==> src/design/rob_defines.svh <==
`ifndef ROB_DEFINES_SVH
`define ROB_DEFINES_SVH

// number of reorder buffer entries, a power of two
`define ROB_DEPTH 8

// entry index width, log2 of the depth
`define ROB_TAG_W 3

// data and address word width
`define XLEN 32

`endif

==> src/design/rv32_pkg.sv <==
`default_nettype none

`include "rob_defines.svh"

package rv32_pkg;

    // data or address word
    typedef logic [`XLEN-1:0] word_t;

    // architectural register index
    typedef logic [4:0] reg_idx_t;

    // store access size, sb / sh / sw
    typedef enum logic [1:0] {
        width_byte = 2'b00,
        width_half = 2'b01,
        width_word = 2'b10
    } store_width_t;

endpackage : rv32_pkg

`default_nettype wire

==> src/design/rob_pkg.sv <==
`default_nettype none

`include "rob_defines.svh"

package rob_pkg;

    // what an entry does when it retires
    typedef enum logic [1:0] {
        reg_op = 2'b00,
        store  = 2'b01,
        branch = 2'b10,
        jalr   = 2'b11
    } entry_kind_t;

    typedef logic [`ROB_TAG_W-1:0] rob_tag_t;

    typedef struct packed {
        logic                   busy;
        logic                   done;
        logic                   mispredict;
        entry_kind_t            kind;
        // rd in bits 4:0 for register ops, address for stores
        rv32_pkg::word_t        dest;
        // result, store data, or the pc of a branch / jalr
        rv32_pkg::word_t        value;
        rv32_pkg::word_t        target;
        rv32_pkg::store_width_t width;
    } rob_entry_t;

endpackage : rob_pkg

`default_nettype wire

==> src/design/store_commit_if.sv <==
`timescale 1ns/10ps
`default_nettype none

// one committing store, head of the buffer to the store unit
interface store_commit_if;

    logic                   valid;
    rv32_pkg::word_t        addr;
    rv32_pkg::word_t        data;
    rv32_pkg::store_width_t width;
    // one-cycle pulse when memory has accepted the write
    logic                   done;

    modport rob (
        output valid, addr, data, width,
        input  done
    );

    modport unit (
        input  valid, addr, data, width,
        output done
    );

endinterface : store_commit_if

`default_nettype wire

==> src/design/reorder_buffer.sv <==
`timescale 1ns/10ps
`default_nettype none

`include "rob_defines.svh"

module reorder_buffer (
    input  wire logic                   clk,
    input  wire logic                   reset,
    // dispatch, in program order
    input  wire logic                   dispatch_valid,
    input  wire rob_pkg::entry_kind_t   dispatch_kind,
    input  wire rv32_pkg::word_t        dispatch_dest,
    input  wire rv32_pkg::store_width_t dispatch_width,
    output logic                        dispatch_ready,
    output rob_pkg::rob_tag_t           dispatch_tag,
    // writeback bus, any order
    input  wire logic                   wb_valid,
    input  wire rob_pkg::rob_tag_t      wb_tag,
    input  wire rv32_pkg::word_t        wb_value,
    input  wire rv32_pkg::word_t        wb_addr,
    input  wire logic                   wb_mispredict,
    input  wire rv32_pkg::word_t        wb_target,
    // operand lookup
    input  wire rob_pkg::rob_tag_t      lookup_tag,
    output logic                        lookup_done,
    output rv32_pkg::word_t             lookup_value,
    // register file write port
    output logic                        rf_write,
    output rv32_pkg::reg_idx_t          rf_rd,
    output rv32_pkg::word_t             rf_value,
    output rob_pkg::rob_tag_t           rf_tag,
    // redirect
    output logic                        flush,
    output rv32_pkg::word_t             pc_correct,
    output logic                        br_commit,
    output logic                        br_taken_ok,
    output logic                        trap,
    store_commit_if.rob                 st
);

    rob_pkg::rob_entry_t entries [`ROB_DEPTH];

    rob_pkg::rob_tag_t   head;
    rob_pkg::rob_tag_t   tail;
    logic [`ROB_TAG_W:0] count;

    rob_pkg::rob_entry_t head_entry;
    logic                head_ready;
    logic                is_store;
    logic                is_branch;
    logic                is_jalr;
    logic                is_reg_op;
    logic                dispatch_fire;
    logic                commit_fire;
    logic                store_retire;
    logic                retire;

    assign dispatch_ready = (count != `ROB_DEPTH);
    assign dispatch_tag   = tail;
    assign dispatch_fire  = dispatch_valid && dispatch_ready;

    assign head_entry = entries[head];
    assign head_ready = head_entry.busy && head_entry.done;
    assign is_store   = (head_entry.kind == rob_pkg::store);
    assign is_branch  = (head_entry.kind == rob_pkg::branch);
    assign is_jalr    = (head_entry.kind == rob_pkg::jalr);
    assign is_reg_op  = (head_entry.kind == rob_pkg::reg_op);

    // non-store heads retire in the cycle they are seen, stores wait for memory
    assign commit_fire  = head_ready && !is_store;
    assign store_retire = st.valid && st.done;
    assign retire       = commit_fire || store_retire;

    always_ff @(posedge clk) begin
        if (reset || flush) begin
            // misprediction drops every younger entry along with the head
            for (int i = 0; i < `ROB_DEPTH; i++) begin
                entries[i].busy <= 1'b0;
                entries[i].done <= 1'b0;
            end
            head  <= '0;
            tail  <= '0;
            count <= '0;
        end else begin
            if (dispatch_fire) begin
                entries[tail].busy       <= 1'b1;
                entries[tail].done       <= 1'b0;
                entries[tail].mispredict <= 1'b0;
                entries[tail].kind       <= dispatch_kind;
                entries[tail].dest       <= dispatch_dest;
                entries[tail].width      <= dispatch_width;
                tail <= tail + 1'b1;
            end

            // stale tags from before a flush find a free entry and are dropped
            if (wb_valid && entries[wb_tag].busy) begin
                entries[wb_tag].done       <= 1'b1;
                entries[wb_tag].value      <= wb_value;
                entries[wb_tag].mispredict <= wb_mispredict;
                entries[wb_tag].target     <= wb_target;
                if (entries[wb_tag].kind == rob_pkg::store) begin
                    entries[wb_tag].dest <= wb_addr;
                end
            end

            if (retire) begin
                entries[head].busy <= 1'b0;
                entries[head].done <= 1'b0;
                head <= head + 1'b1;
            end

            case ({dispatch_fire, retire})
                2'b10:   count <= count + 1'b1;
                2'b01:   count <= count - 1'b1;
                default: count <= count;
            endcase
        end
    end

    // bypass from the writeback bus so a consumer sees the value a cycle early
    always_comb begin
        lookup_done  = entries[lookup_tag].busy && entries[lookup_tag].done;
        lookup_value = entries[lookup_tag].value;
        if (wb_valid && (wb_tag == lookup_tag) && entries[lookup_tag].busy) begin
            lookup_done  = 1'b1;
            lookup_value = wb_value;
        end
    end

    // jalr writes its link value as well as redirecting
    assign rf_write = head_ready && (is_reg_op || is_jalr);
    assign rf_rd    = head_entry.dest[4:0];
    assign rf_value = head_entry.value;
    assign rf_tag   = head;

    assign flush       = head_ready && (is_branch || is_jalr) && head_entry.mispredict;
    assign pc_correct  = flush ? head_entry.target : '0;
    assign br_commit   = head_ready && is_branch;
    assign br_taken_ok = br_commit && !head_entry.mispredict;

    // branch back onto itself is an endless loop
    always_comb begin
        trap = 1'b0;
        if (head_ready && is_branch && head_entry.mispredict &&
            (head_entry.target == head_entry.value)) begin
            trap = 1'b1;
        end
        if (head_ready && is_reg_op && head_entry.dest[31]) begin
            trap = 1'b1;
        end
    end

    assign st.valid = head_ready && is_store;
    assign st.addr  = head_entry.dest;
    assign st.data  = head_entry.value;
    assign st.width = head_entry.width;

endmodule : reorder_buffer

`default_nettype wire

==> src/design/store_commit.sv <==
`timescale 1ns/10ps
`default_nettype none

`include "rob_defines.svh"

module store_commit (
    input  wire logic        clk,
    input  wire logic        reset,
    input  wire logic        flush,
    store_commit_if.unit     st,
    output logic             mem_write,
    output rv32_pkg::word_t  mem_addr,
    output rv32_pkg::word_t  mem_wdata,
    output logic [3:0]       mem_byte_enable,
    input  wire logic        mem_resp
);

    typedef enum logic {
        s_idle,
        s_wait
    } state_t;

    state_t          state;
    rv32_pkg::word_t aligned_addr;
    rv32_pkg::word_t aligned_data;
    logic [3:0]      byte_en;
    rv32_pkg::word_t hold_addr;
    rv32_pkg::word_t hold_data;
    logic [3:0]      hold_be;

    always_comb begin
        aligned_addr = {st.addr[`XLEN-1:2], 2'b00};
        // move the low bytes of the data into the addressed lane
        case (st.addr[1:0])
            2'b01:   aligned_data = {st.data[23:0], st.data[31:24]};
            2'b10:   aligned_data = {st.data[15:0], st.data[31:16]};
            2'b11:   aligned_data = {st.data[7:0], st.data[31:8]};
            default: aligned_data = st.data;
        endcase
        case (st.width)
            rv32_pkg::width_byte: byte_en = 4'b0001 << st.addr[1:0];
            rv32_pkg::width_half: byte_en = st.addr[1] ? 4'b1100 : 4'b0011;
            default:              byte_en = 4'b1111;
        endcase
    end

    always_ff @(posedge clk) begin
        if (reset || flush) begin
            state <= s_idle;
        end else begin
            case (state)
                s_idle:  if (st.valid && !mem_resp) state <= s_wait;
                default: if (mem_resp) state <= s_idle;
            endcase
        end
    end

    // freeze the request while memory holds off
    always_ff @(posedge clk) begin
        if (state == s_idle && st.valid) begin
            hold_addr <= aligned_addr;
            hold_data <= aligned_data;
            hold_be   <= byte_en;
        end
    end

    always_comb begin
        if (state == s_wait) begin
            mem_write       = 1'b1;
            mem_addr        = hold_addr;
            mem_wdata       = hold_data;
            mem_byte_enable = hold_be;
        end else begin
            mem_write       = st.valid;
            mem_addr        = aligned_addr;
            mem_wdata       = aligned_data;
            mem_byte_enable = byte_en;
        end
    end

    assign st.done = mem_write && mem_resp;

endmodule : store_commit

`default_nettype wire

==> src/design/rob_subsystem.sv <==
`timescale 1ns/10ps
`default_nettype none

module rob_subsystem (
    input  wire logic                   clk,
    input  wire logic                   reset,
    input  wire logic                   dispatch_valid,
    input  wire rob_pkg::entry_kind_t   dispatch_kind,
    input  wire rv32_pkg::word_t        dispatch_dest,
    input  wire rv32_pkg::store_width_t dispatch_width,
    output logic                        dispatch_ready,
    output rob_pkg::rob_tag_t           dispatch_tag,
    input  wire logic                   wb_valid,
    input  wire rob_pkg::rob_tag_t      wb_tag,
    input  wire rv32_pkg::word_t        wb_value,
    input  wire rv32_pkg::word_t        wb_addr,
    input  wire logic                   wb_mispredict,
    input  wire rv32_pkg::word_t        wb_target,
    input  wire rob_pkg::rob_tag_t      lookup_tag,
    output logic                        lookup_done,
    output rv32_pkg::word_t             lookup_value,
    output logic                        rf_write,
    output rv32_pkg::reg_idx_t          rf_rd,
    output rv32_pkg::word_t             rf_value,
    output rob_pkg::rob_tag_t           rf_tag,
    output logic                        mem_write,
    output rv32_pkg::word_t             mem_addr,
    output rv32_pkg::word_t             mem_wdata,
    output logic [3:0]                  mem_byte_enable,
    input  wire logic                   mem_resp,
    output logic                        flush,
    output rv32_pkg::word_t             pc_correct,
    output logic                        br_commit,
    output logic                        br_taken_ok,
    output logic                        trap
);

    store_commit_if st_bus ();

    reorder_buffer u_rob (
        .clk            (clk),
        .reset          (reset),
        .dispatch_valid (dispatch_valid),
        .dispatch_kind  (dispatch_kind),
        .dispatch_dest  (dispatch_dest),
        .dispatch_width (dispatch_width),
        .dispatch_ready (dispatch_ready),
        .dispatch_tag   (dispatch_tag),
        .wb_valid       (wb_valid),
        .wb_tag         (wb_tag),
        .wb_value       (wb_value),
        .wb_addr        (wb_addr),
        .wb_mispredict  (wb_mispredict),
        .wb_target      (wb_target),
        .lookup_tag     (lookup_tag),
        .lookup_done    (lookup_done),
        .lookup_value   (lookup_value),
        .rf_write       (rf_write),
        .rf_rd          (rf_rd),
        .rf_value       (rf_value),
        .rf_tag         (rf_tag),
        .flush          (flush),
        .pc_correct     (pc_correct),
        .br_commit      (br_commit),
        .br_taken_ok    (br_taken_ok),
        .trap           (trap),
        .st             (st_bus.rob)
    );

    // the flush also drops a store still waiting on memory
    store_commit u_store (
        .clk             (clk),
        .reset           (reset),
        .flush           (flush),
        .st              (st_bus.unit),
        .mem_write       (mem_write),
        .mem_addr        (mem_addr),
        .mem_wdata       (mem_wdata),
        .mem_byte_enable (mem_byte_enable),
        .mem_resp        (mem_resp)
    );

endmodule : rob_subsystem

`default_nettype wire

==> config.mk <==
export PLATFORM = sky130hd
export DESIGN_NAME = rob_subsystem
export DESIGN_NICKNAME = d
export VERILOG_FILES = /design/src/design/rv32_pkg.sv /design/src/design/rob_pkg.sv /design/src/design/store_commit_if.sv /design/src/design/reorder_buffer.sv /design/src/design/store_commit.sv /design/src/design/rob_subsystem.sv
export VERILOG_INCLUDE_DIRS = /design/src /design/src/design
export SDC_FILE = /design/constraint.sdc
export NUM_CORES = 1
export LEC_CHECK = 0
export BUFFER_PORTS_ARGS = -buffer_cell sky130_fd_sc_hd__buf_4
export CORE_MARGIN = 2
export CORE_UTILIZATION = 50
export CTS_CLUSTER_SIZE = 24
export DETAILED_ROUTE_END_ITERATION = 10
export PLACE_DENSITY = 0.67
export SKIP_LAST_GASP = 1
export SYNTH_ARGS = -nofsm -noshare
export SYNTH_HDL_FRONTEND = slang
export SYNTH_SLANG_ARGS = --single-unit
==> constraint.sdc <==
create_clock -name clk -period 26.2 [get_ports clk]
set_clock_uncertainty 0.05 [all_clocks]
set_input_delay 6.55 -clock clk [delete_from_list [all_inputs] [get_ports clk]]
set_output_delay 6.55 -clock clk [all_outputs]
set_load 0.03 [all_outputs]
==> metrics.csv, run 1 <==
metric;value;unit
row_count;107;
min_period;15.76;ns
synthCells;3066;
required;19.60;ns
synth_area;43200;sq um
finalCritPeriodShare;60.2;%
tritoncts;yes;
die_y;298;um
leakage;16.3;nW
die-area;88800;sq um
ys.flop_type;edfxtp_1;
yosys_warnings;0;
routed_wl;124000;um
hold_buffers;0;
gr-usage-met3;6.43;%
grt_pass1_wl;182000;um
reg2reg_depth;10;
post_cts_buffers;0;
nNetsFinal;3421;
gr-total-overflow;0;
htreeDepth;3;
cap_violations;0;
yosysSeqAreaShare;62.1;%
finalHoldViolations;0;
power;0.00318;W
fin_ws;10.44;ns
synth_top_cell_area_share;60.8;%
fin_setup_tns;0;ns
grt_pass1_vias;27336;
rr_endpoint;u_rob.entries[4][72];
status;finished clean;
coreArea;85400;sq um
globalRouteMet1Util;36.7;%
grt_antenna_before_repair;19;
cts_buffers;96;
num_vias;27610;
gp_congestion;0.875;
yosysTopAreaCell;edfxtp_1;
drc;0;
io_pins;327;
start_util;50.6;%
rrSetupSlack;19.45;ns
syn_area_per_cell;14.1;sq um
crit_start;lookup_tag[1];
hp-class;reg -> reg;
worst_slew_pin_slew;1.14;ns
cts_buffer_depth;3;
maxSlewViolCount;0;
drt_iter0_drc;3219;
crit_fanout;64;
ctsResizeCount;0;
cts_sinks;904;
drive_above_1_share;26.1;%
synth_cell_types;63;
busiest_layer;met2;
met2_usage;44.4;%
grtUsageTotal;27.8;%
dpl_worst_slack;10.41;ns
drtAntennaViolNets;0;
yosysMostFrequentCell;edfxtp_1;
cts.clk_slew.worst_paths;0.07;ns
critPathCapture;lookup_value[31];
ys_top_cells_by_area;edfxtp_1 (61%), mux4_2 (12%), nand2_1 (6.2%);
endpoint_kind;output pin;
setup_viol;0;
insertion_delay;0.67;ns
routedWlPerCell;27.6;um
maxClockFrequency;63.4;MHz
die_x;298;um
syn2layout_area_growth;14.0;%
first_pass_iters;6;
cp.arrival;9.16;ns
critical_path_class;in -> out;
clockRootBuffer;clkbuf_16;
grt_max_degree;69;
final_util;57.7;%
place_hpwl;75400;um
ys_seq_elements;904;
async_reset_ff_share;0;%
portBuffers;324;
p_per_area;64.6;nW/um^2
cp-start-kind;primary input;
relSlewSlack;23.7;%
drt-vias-per-instance;6.13;
ir_drop;0.0000499;V
rsz0062_at_grt;no;
yosys-top-cells-count;edfxtp_1 (874), nand2_1 (712), mux4_2 (223);
synth_edf_count;874;
area by class of cell:
cell class              count  area, sq um
fillers                  6626        36100
flip-flops and latches    904        26900
multi-input cells        1847        14600
repair buffers            382         2870
clock buffers             111         2480
well taps                1144         1430
clock inverters            67          802
inverters                  37          143
diodes                     13         32.5
stage by stage:
step | cells | area, sq um | hold WS (ns)
after floorplan | 3067 | 43200 | 0.409
after global placement | 4314 | 46000 | 0.436
after CTS | 4492 | 49200 | 0.466
after detailed placement | 4314 | 46000 | 0.451
final | 4505 | 49300 | 0.465
after global routing | 4502 | 49300 | 0.483
worst max-delay path, stage by stage:
cell,delay [ns]
buf_4,0.64
mux4_2,0.59
mux2i_1,0.29
nor2_4,0.04
buf_4,0.29
o21ai_0,0.45
buf_4,0.24
metal layers:
layer  vias up  part of all wire (%)
met1     13903                    38
met4        10                   3.5
met5         -                 0.050
met3       220                    11
met2      1588                    48
li1      11889                     -
state kept, by name, indices dropped and copies added, names as in the netlist, named ones only:
name,cells
u_rob.count,4
u_rob.dispatch_tag,3
u_rob.entries,824
u_rob.rf_tag,3
u_store.hold_addr,30
u_store.hold_be,4
u_store.hold_data,32
u_store.state,1
power by group:
part | internal, W | switching [W]
registers | 0.00159 | 0.00000502
logic | 0.0000664 | 0.000107
clock network | 0.000840 | 0.000578
total | 0.00249 | 0.000690
cells in the final DEF, fill, tap and decap left out, drive strengths merged, types with 3 or more instances in the layout:
| cell | n |
|---|---|
| xnor2 | 22 |
| a31oi | 4 |
| a221oi | 14 |
| nand3b | 8 |
| o21ai | 338 |
| bufinv | 16 |
| nand2 | 712 |
| nand3 | 16 |
| a22oi | 21 |
| xor2 | 22 |
| or2 | 11 |
| clkinv | 45 |
| nand4 | 4 |
| a21oi | 33 |
| clkinvlp | 5 |
| o21a | 9 |
| nor2 | 81 |
| o22ai | 3 |
| diode | 13 |
| nand2b | 11 |
| nor4 | 15 |
| mux4 | 244 |
| nor3 | 5 |
| and2 | 11 |
| and3 | 10 |
| inv | 38 |
| edfxtp | 874 |
| clkbuf | 111 |
| nor3b | 3 |
| ha | 9 |
| mux2 | 66 |
| buf | 382 |
| nor2b | 6 |
| mux2i | 151 |
| dfxtp | 30 |
how the worst min path moves through the flow:
stage | start | end | slack [ns] | depth (start not counted)
final | u_rob.count[3] | u_rob.count[3] | 0.46 | 2
after detailed placement | u_rob.count[3] | u_rob.count[3] | 0.45 | 2
after global routing | u_rob.entries[3][101] | u_rob.entries[3][101] | 0.48 | 2
after floorplan | u_rob.entries[0][101] | u_rob.entries[0][101] | 0.41 | 2
after CTS | u_rob.entries[0][101] | u_rob.entries[0][101] | 0.47 | 2
after global placement | u_rob.entries[3][101] | u_rob.entries[3][101] | 0.44 | 2
logic make-up (layout without fill, tap and decap cells):
logic type | count (synthesis) | count (layout) | share of synthesized area (%)
simple gates | 899 | 899 | 8.74
buf+inv | 316 | 597 | 4.12
mux | 461 | 461 | 18.1
compound gates | 432 | 432 | 5.71
fa+ha+maj | 9 | 9 | 0.261
other cells | 1 | 15 | 0.00868
flops | 904 | 904 | 62.1
xor+xnor | 44 | 44 | 0.892
No activity file was read; power rests on OpenSTA's default activity.
==> run 2, diff against run 1 <==
Clock period 26.2 ns to 14.7 ns, I/O delays scaled along.
==> run 2 against run 1 <==
Sequential power up 79%. Setup slack got worse by 5.8 ns. Flip-flop and latch count stayed put. Final cell count barely moved. Combinational power is 78% higher. Critical path depth down 1. Die area did not move.
==> metrics.csv, run 2 (synthesized netlist as in run 1, its figures left out) <==
metric;value;unit;change
path_cells;buf_4 > buf_4 > mux4_2 > mux2i_1 > o21ai_0 > buf_4;;was buf_4 > mux4_2 > mux2i_1 > nor2_4 > buf_4 > o21ai_0 > buf_4
cp.arrival;6.29;ns;was 9.16 ns
syn2layout_area_growth;13.7;%;was 14.0%
final_common_cell;edfxtp_1;;unchanged
critical_path_class;in -> out;;unchanged
drt_iter0_drc;2968;;was 3219
coreArea;85400;sq um;unchanged
die_y;298;um;unchanged
min_period;10.01;ns;
required;10.97;ns;was 19.60 ns
routedWlPerCell;27.5;um;was 27.6 um
nNetsFinal;3414;;was 3421
cts.clk_slew.worst_paths;0.06;ns;was 0.07 ns
endpoint_kind;output pin;;unchanged
crit_fanout;40;;was 64
gp_congestion;0.891;;was 0.875
relSlewSlack;18.9;%;was 23.7%
status;finished clean;;unchanged
ir_drop;0.0000875;V;was 0.0000499 V
cp_common_cell;buf_4;;unchanged
setup_viol;0;;unchanged
gr-total-overflow;0;;unchanged
grt_antenna_before_repair;22;;was 19
finalHoldViolations;0;;unchanged
first_pass_iters;6;;unchanged
tritoncts;yes;;unchanged
drc;0;;unchanged
finalCritPeriodShare;68.1;%;
routed_wl;124000;um;about the same
leakage;16.2;nW;was 16.3 nW
rsz0062_at_grt;no;;unchanged
cpMaxStageDelayCell;buf_4;;unchanged
row_count;107;;unchanged
die-area;88800;sq um;unchanged
top_register;u_rob.entries;;unchanged
num_vias;27628;;was 27610
hp-class;reg -> reg;;unchanged
rrSetupSlack;8.26;ns;was 19.45 ns
ctsResizeCount;0;;unchanged
clockRootBuffer;clkbuf_16;;unchanged
cp-start-kind;primary input;;unchanged
htreeDepth;3;;unchanged
drtAntennaViolNets;0;;unchanged
grt_max_degree;81;;was 69
power;0.00561;W;was 0.00318 W
cts_sinks;904;;unchanged
final_cell_mix;edfxtp_1 (874), nand2_1 (712), buf_4 (374);;was edfxtp_1 (874), nand2_1 (712), buf_4 (382)
cap_violations;0;;unchanged
fin_setup_tns;0;ns;unchanged
maxSlewViolCount;0;;unchanged
slowest_delay;0.67;ns;was 0.64 ns
p_per_area;114;nW/um^2;was 64.6 nW/um^2
largest_reg_flops;824;;unchanged
hold_buffers;0;;unchanged
grt_pass1_wl;180000;um;was 182000 um
worst_slew_pin_slew;1.22;ns;was 1.14 ns
grtUsageTotal;27.6;%;was 27.8%
maxClockFrequency;99.9;MHz;
start_util;50.6;%;unchanged
place_hpwl;74500;um;was 75400 um
cts_buffers;96;;unchanged
io_pins;327;;unchanged
portBuffers;324;;unchanged
grt_pass1_vias;27443;;was 27336
drt-vias-per-instance;6.14;;was 6.13
cts_buffer_depth;3;;unchanged
die_x;298;um;unchanged
top_regs;u_rob.entries (824), u_store.hold_data (32), u_store.hold_addr (30);;unchanged
post_cts_buffers;0;;unchanged
final_util;57.5;%;was 57.7%
insertion_delay;0.67;ns;about the same
drive_above_1_share;25.7;%;was 26.1%
[run 2: cell count changes in the layout (fill, tap and decap cells not counted), moves of 2 or more]
cell / previous run / this run
diode_2: 13 / 17
clkinvlp_4: 5 / 3
buf_4: 382 / 374
bufinv_16: 16 / 12
clkinv_2: 18 / 14
clkinv_1: 22 / 20
clkbuf_1: 14 / 24
inv_16: 1 / 3
[run 2: layer usage]
layer,routed length [um],part of all wire [%],global-route usage (%),vias up
li1,-,-,-,11899
met1,46800,38,36.5,13907
met2,59600,48,44.2,1576
met3,12900,10,6.13,234
met4,4630,3.7,11.4,12
met5,76,0.061,0,-
[run 2: final timing paths]
path                                             from                     to  depth (start not counted)
worst max-delay path                    lookup_tag[0]       lookup_value[24]                          6
worst min-delay path            u_rob.entries[0][101]  u_rob.entries[0][101]                          2
worst max register to register                   flop   u_rob.entries[4][21]                         13
worst min register to register  u_rob.entries[0][101]  u_rob.entries[0][101]                          2
[run 2: critical path, delay by kind of cell]
kind / cells / cell delay [ns]
buf+inv: 3 / 1.51
mux: 2 / 0.86
compound gates: 1 / 0.14
[run 2: area by class of cell]
cell class	instances	area, sq um
Sequential cell	904	26900
Fill cell	6620	36300
Inverter	37	143
Timing Repair Buffer	375	2830
Clock buffer	120	2490
Clock inverter	57	677
Antenna cell	17	42.5
Tap cell	1144	1430
Multi-Input combinational cell	1847	14600
[run 2: power breakdown]
group / total, W / switching [W] / leakage, nW / internal [W]
combinational: 0.000309 / 0.000191 / 6.62 / 0.000118
clock: 0.00246 / 0.00104 / 1.53 / 0.00142
sequential: 0.00284 / 0.00000853 / 8.01 / 0.00283
[run 2: through the flow]
stage / hold WS [ns] / instance area, sq um / setup slack (ns) / instances
3_3_place_gp: 0.433 / 45900 / 4.68 / 4306
5_1_grt: 0.490 / 49100 / 4.51 / 4497
4_1_cts: 0.445 / 49100 / 4.65 / 4484
2_1_floorplan: 0.409 / 43200 / 4.39 / 3067
6_report: 0.460 / 49100 / 4.69 / 4501
3_5_place_dp: 0.438 / 45900 / 4.64 / 4307
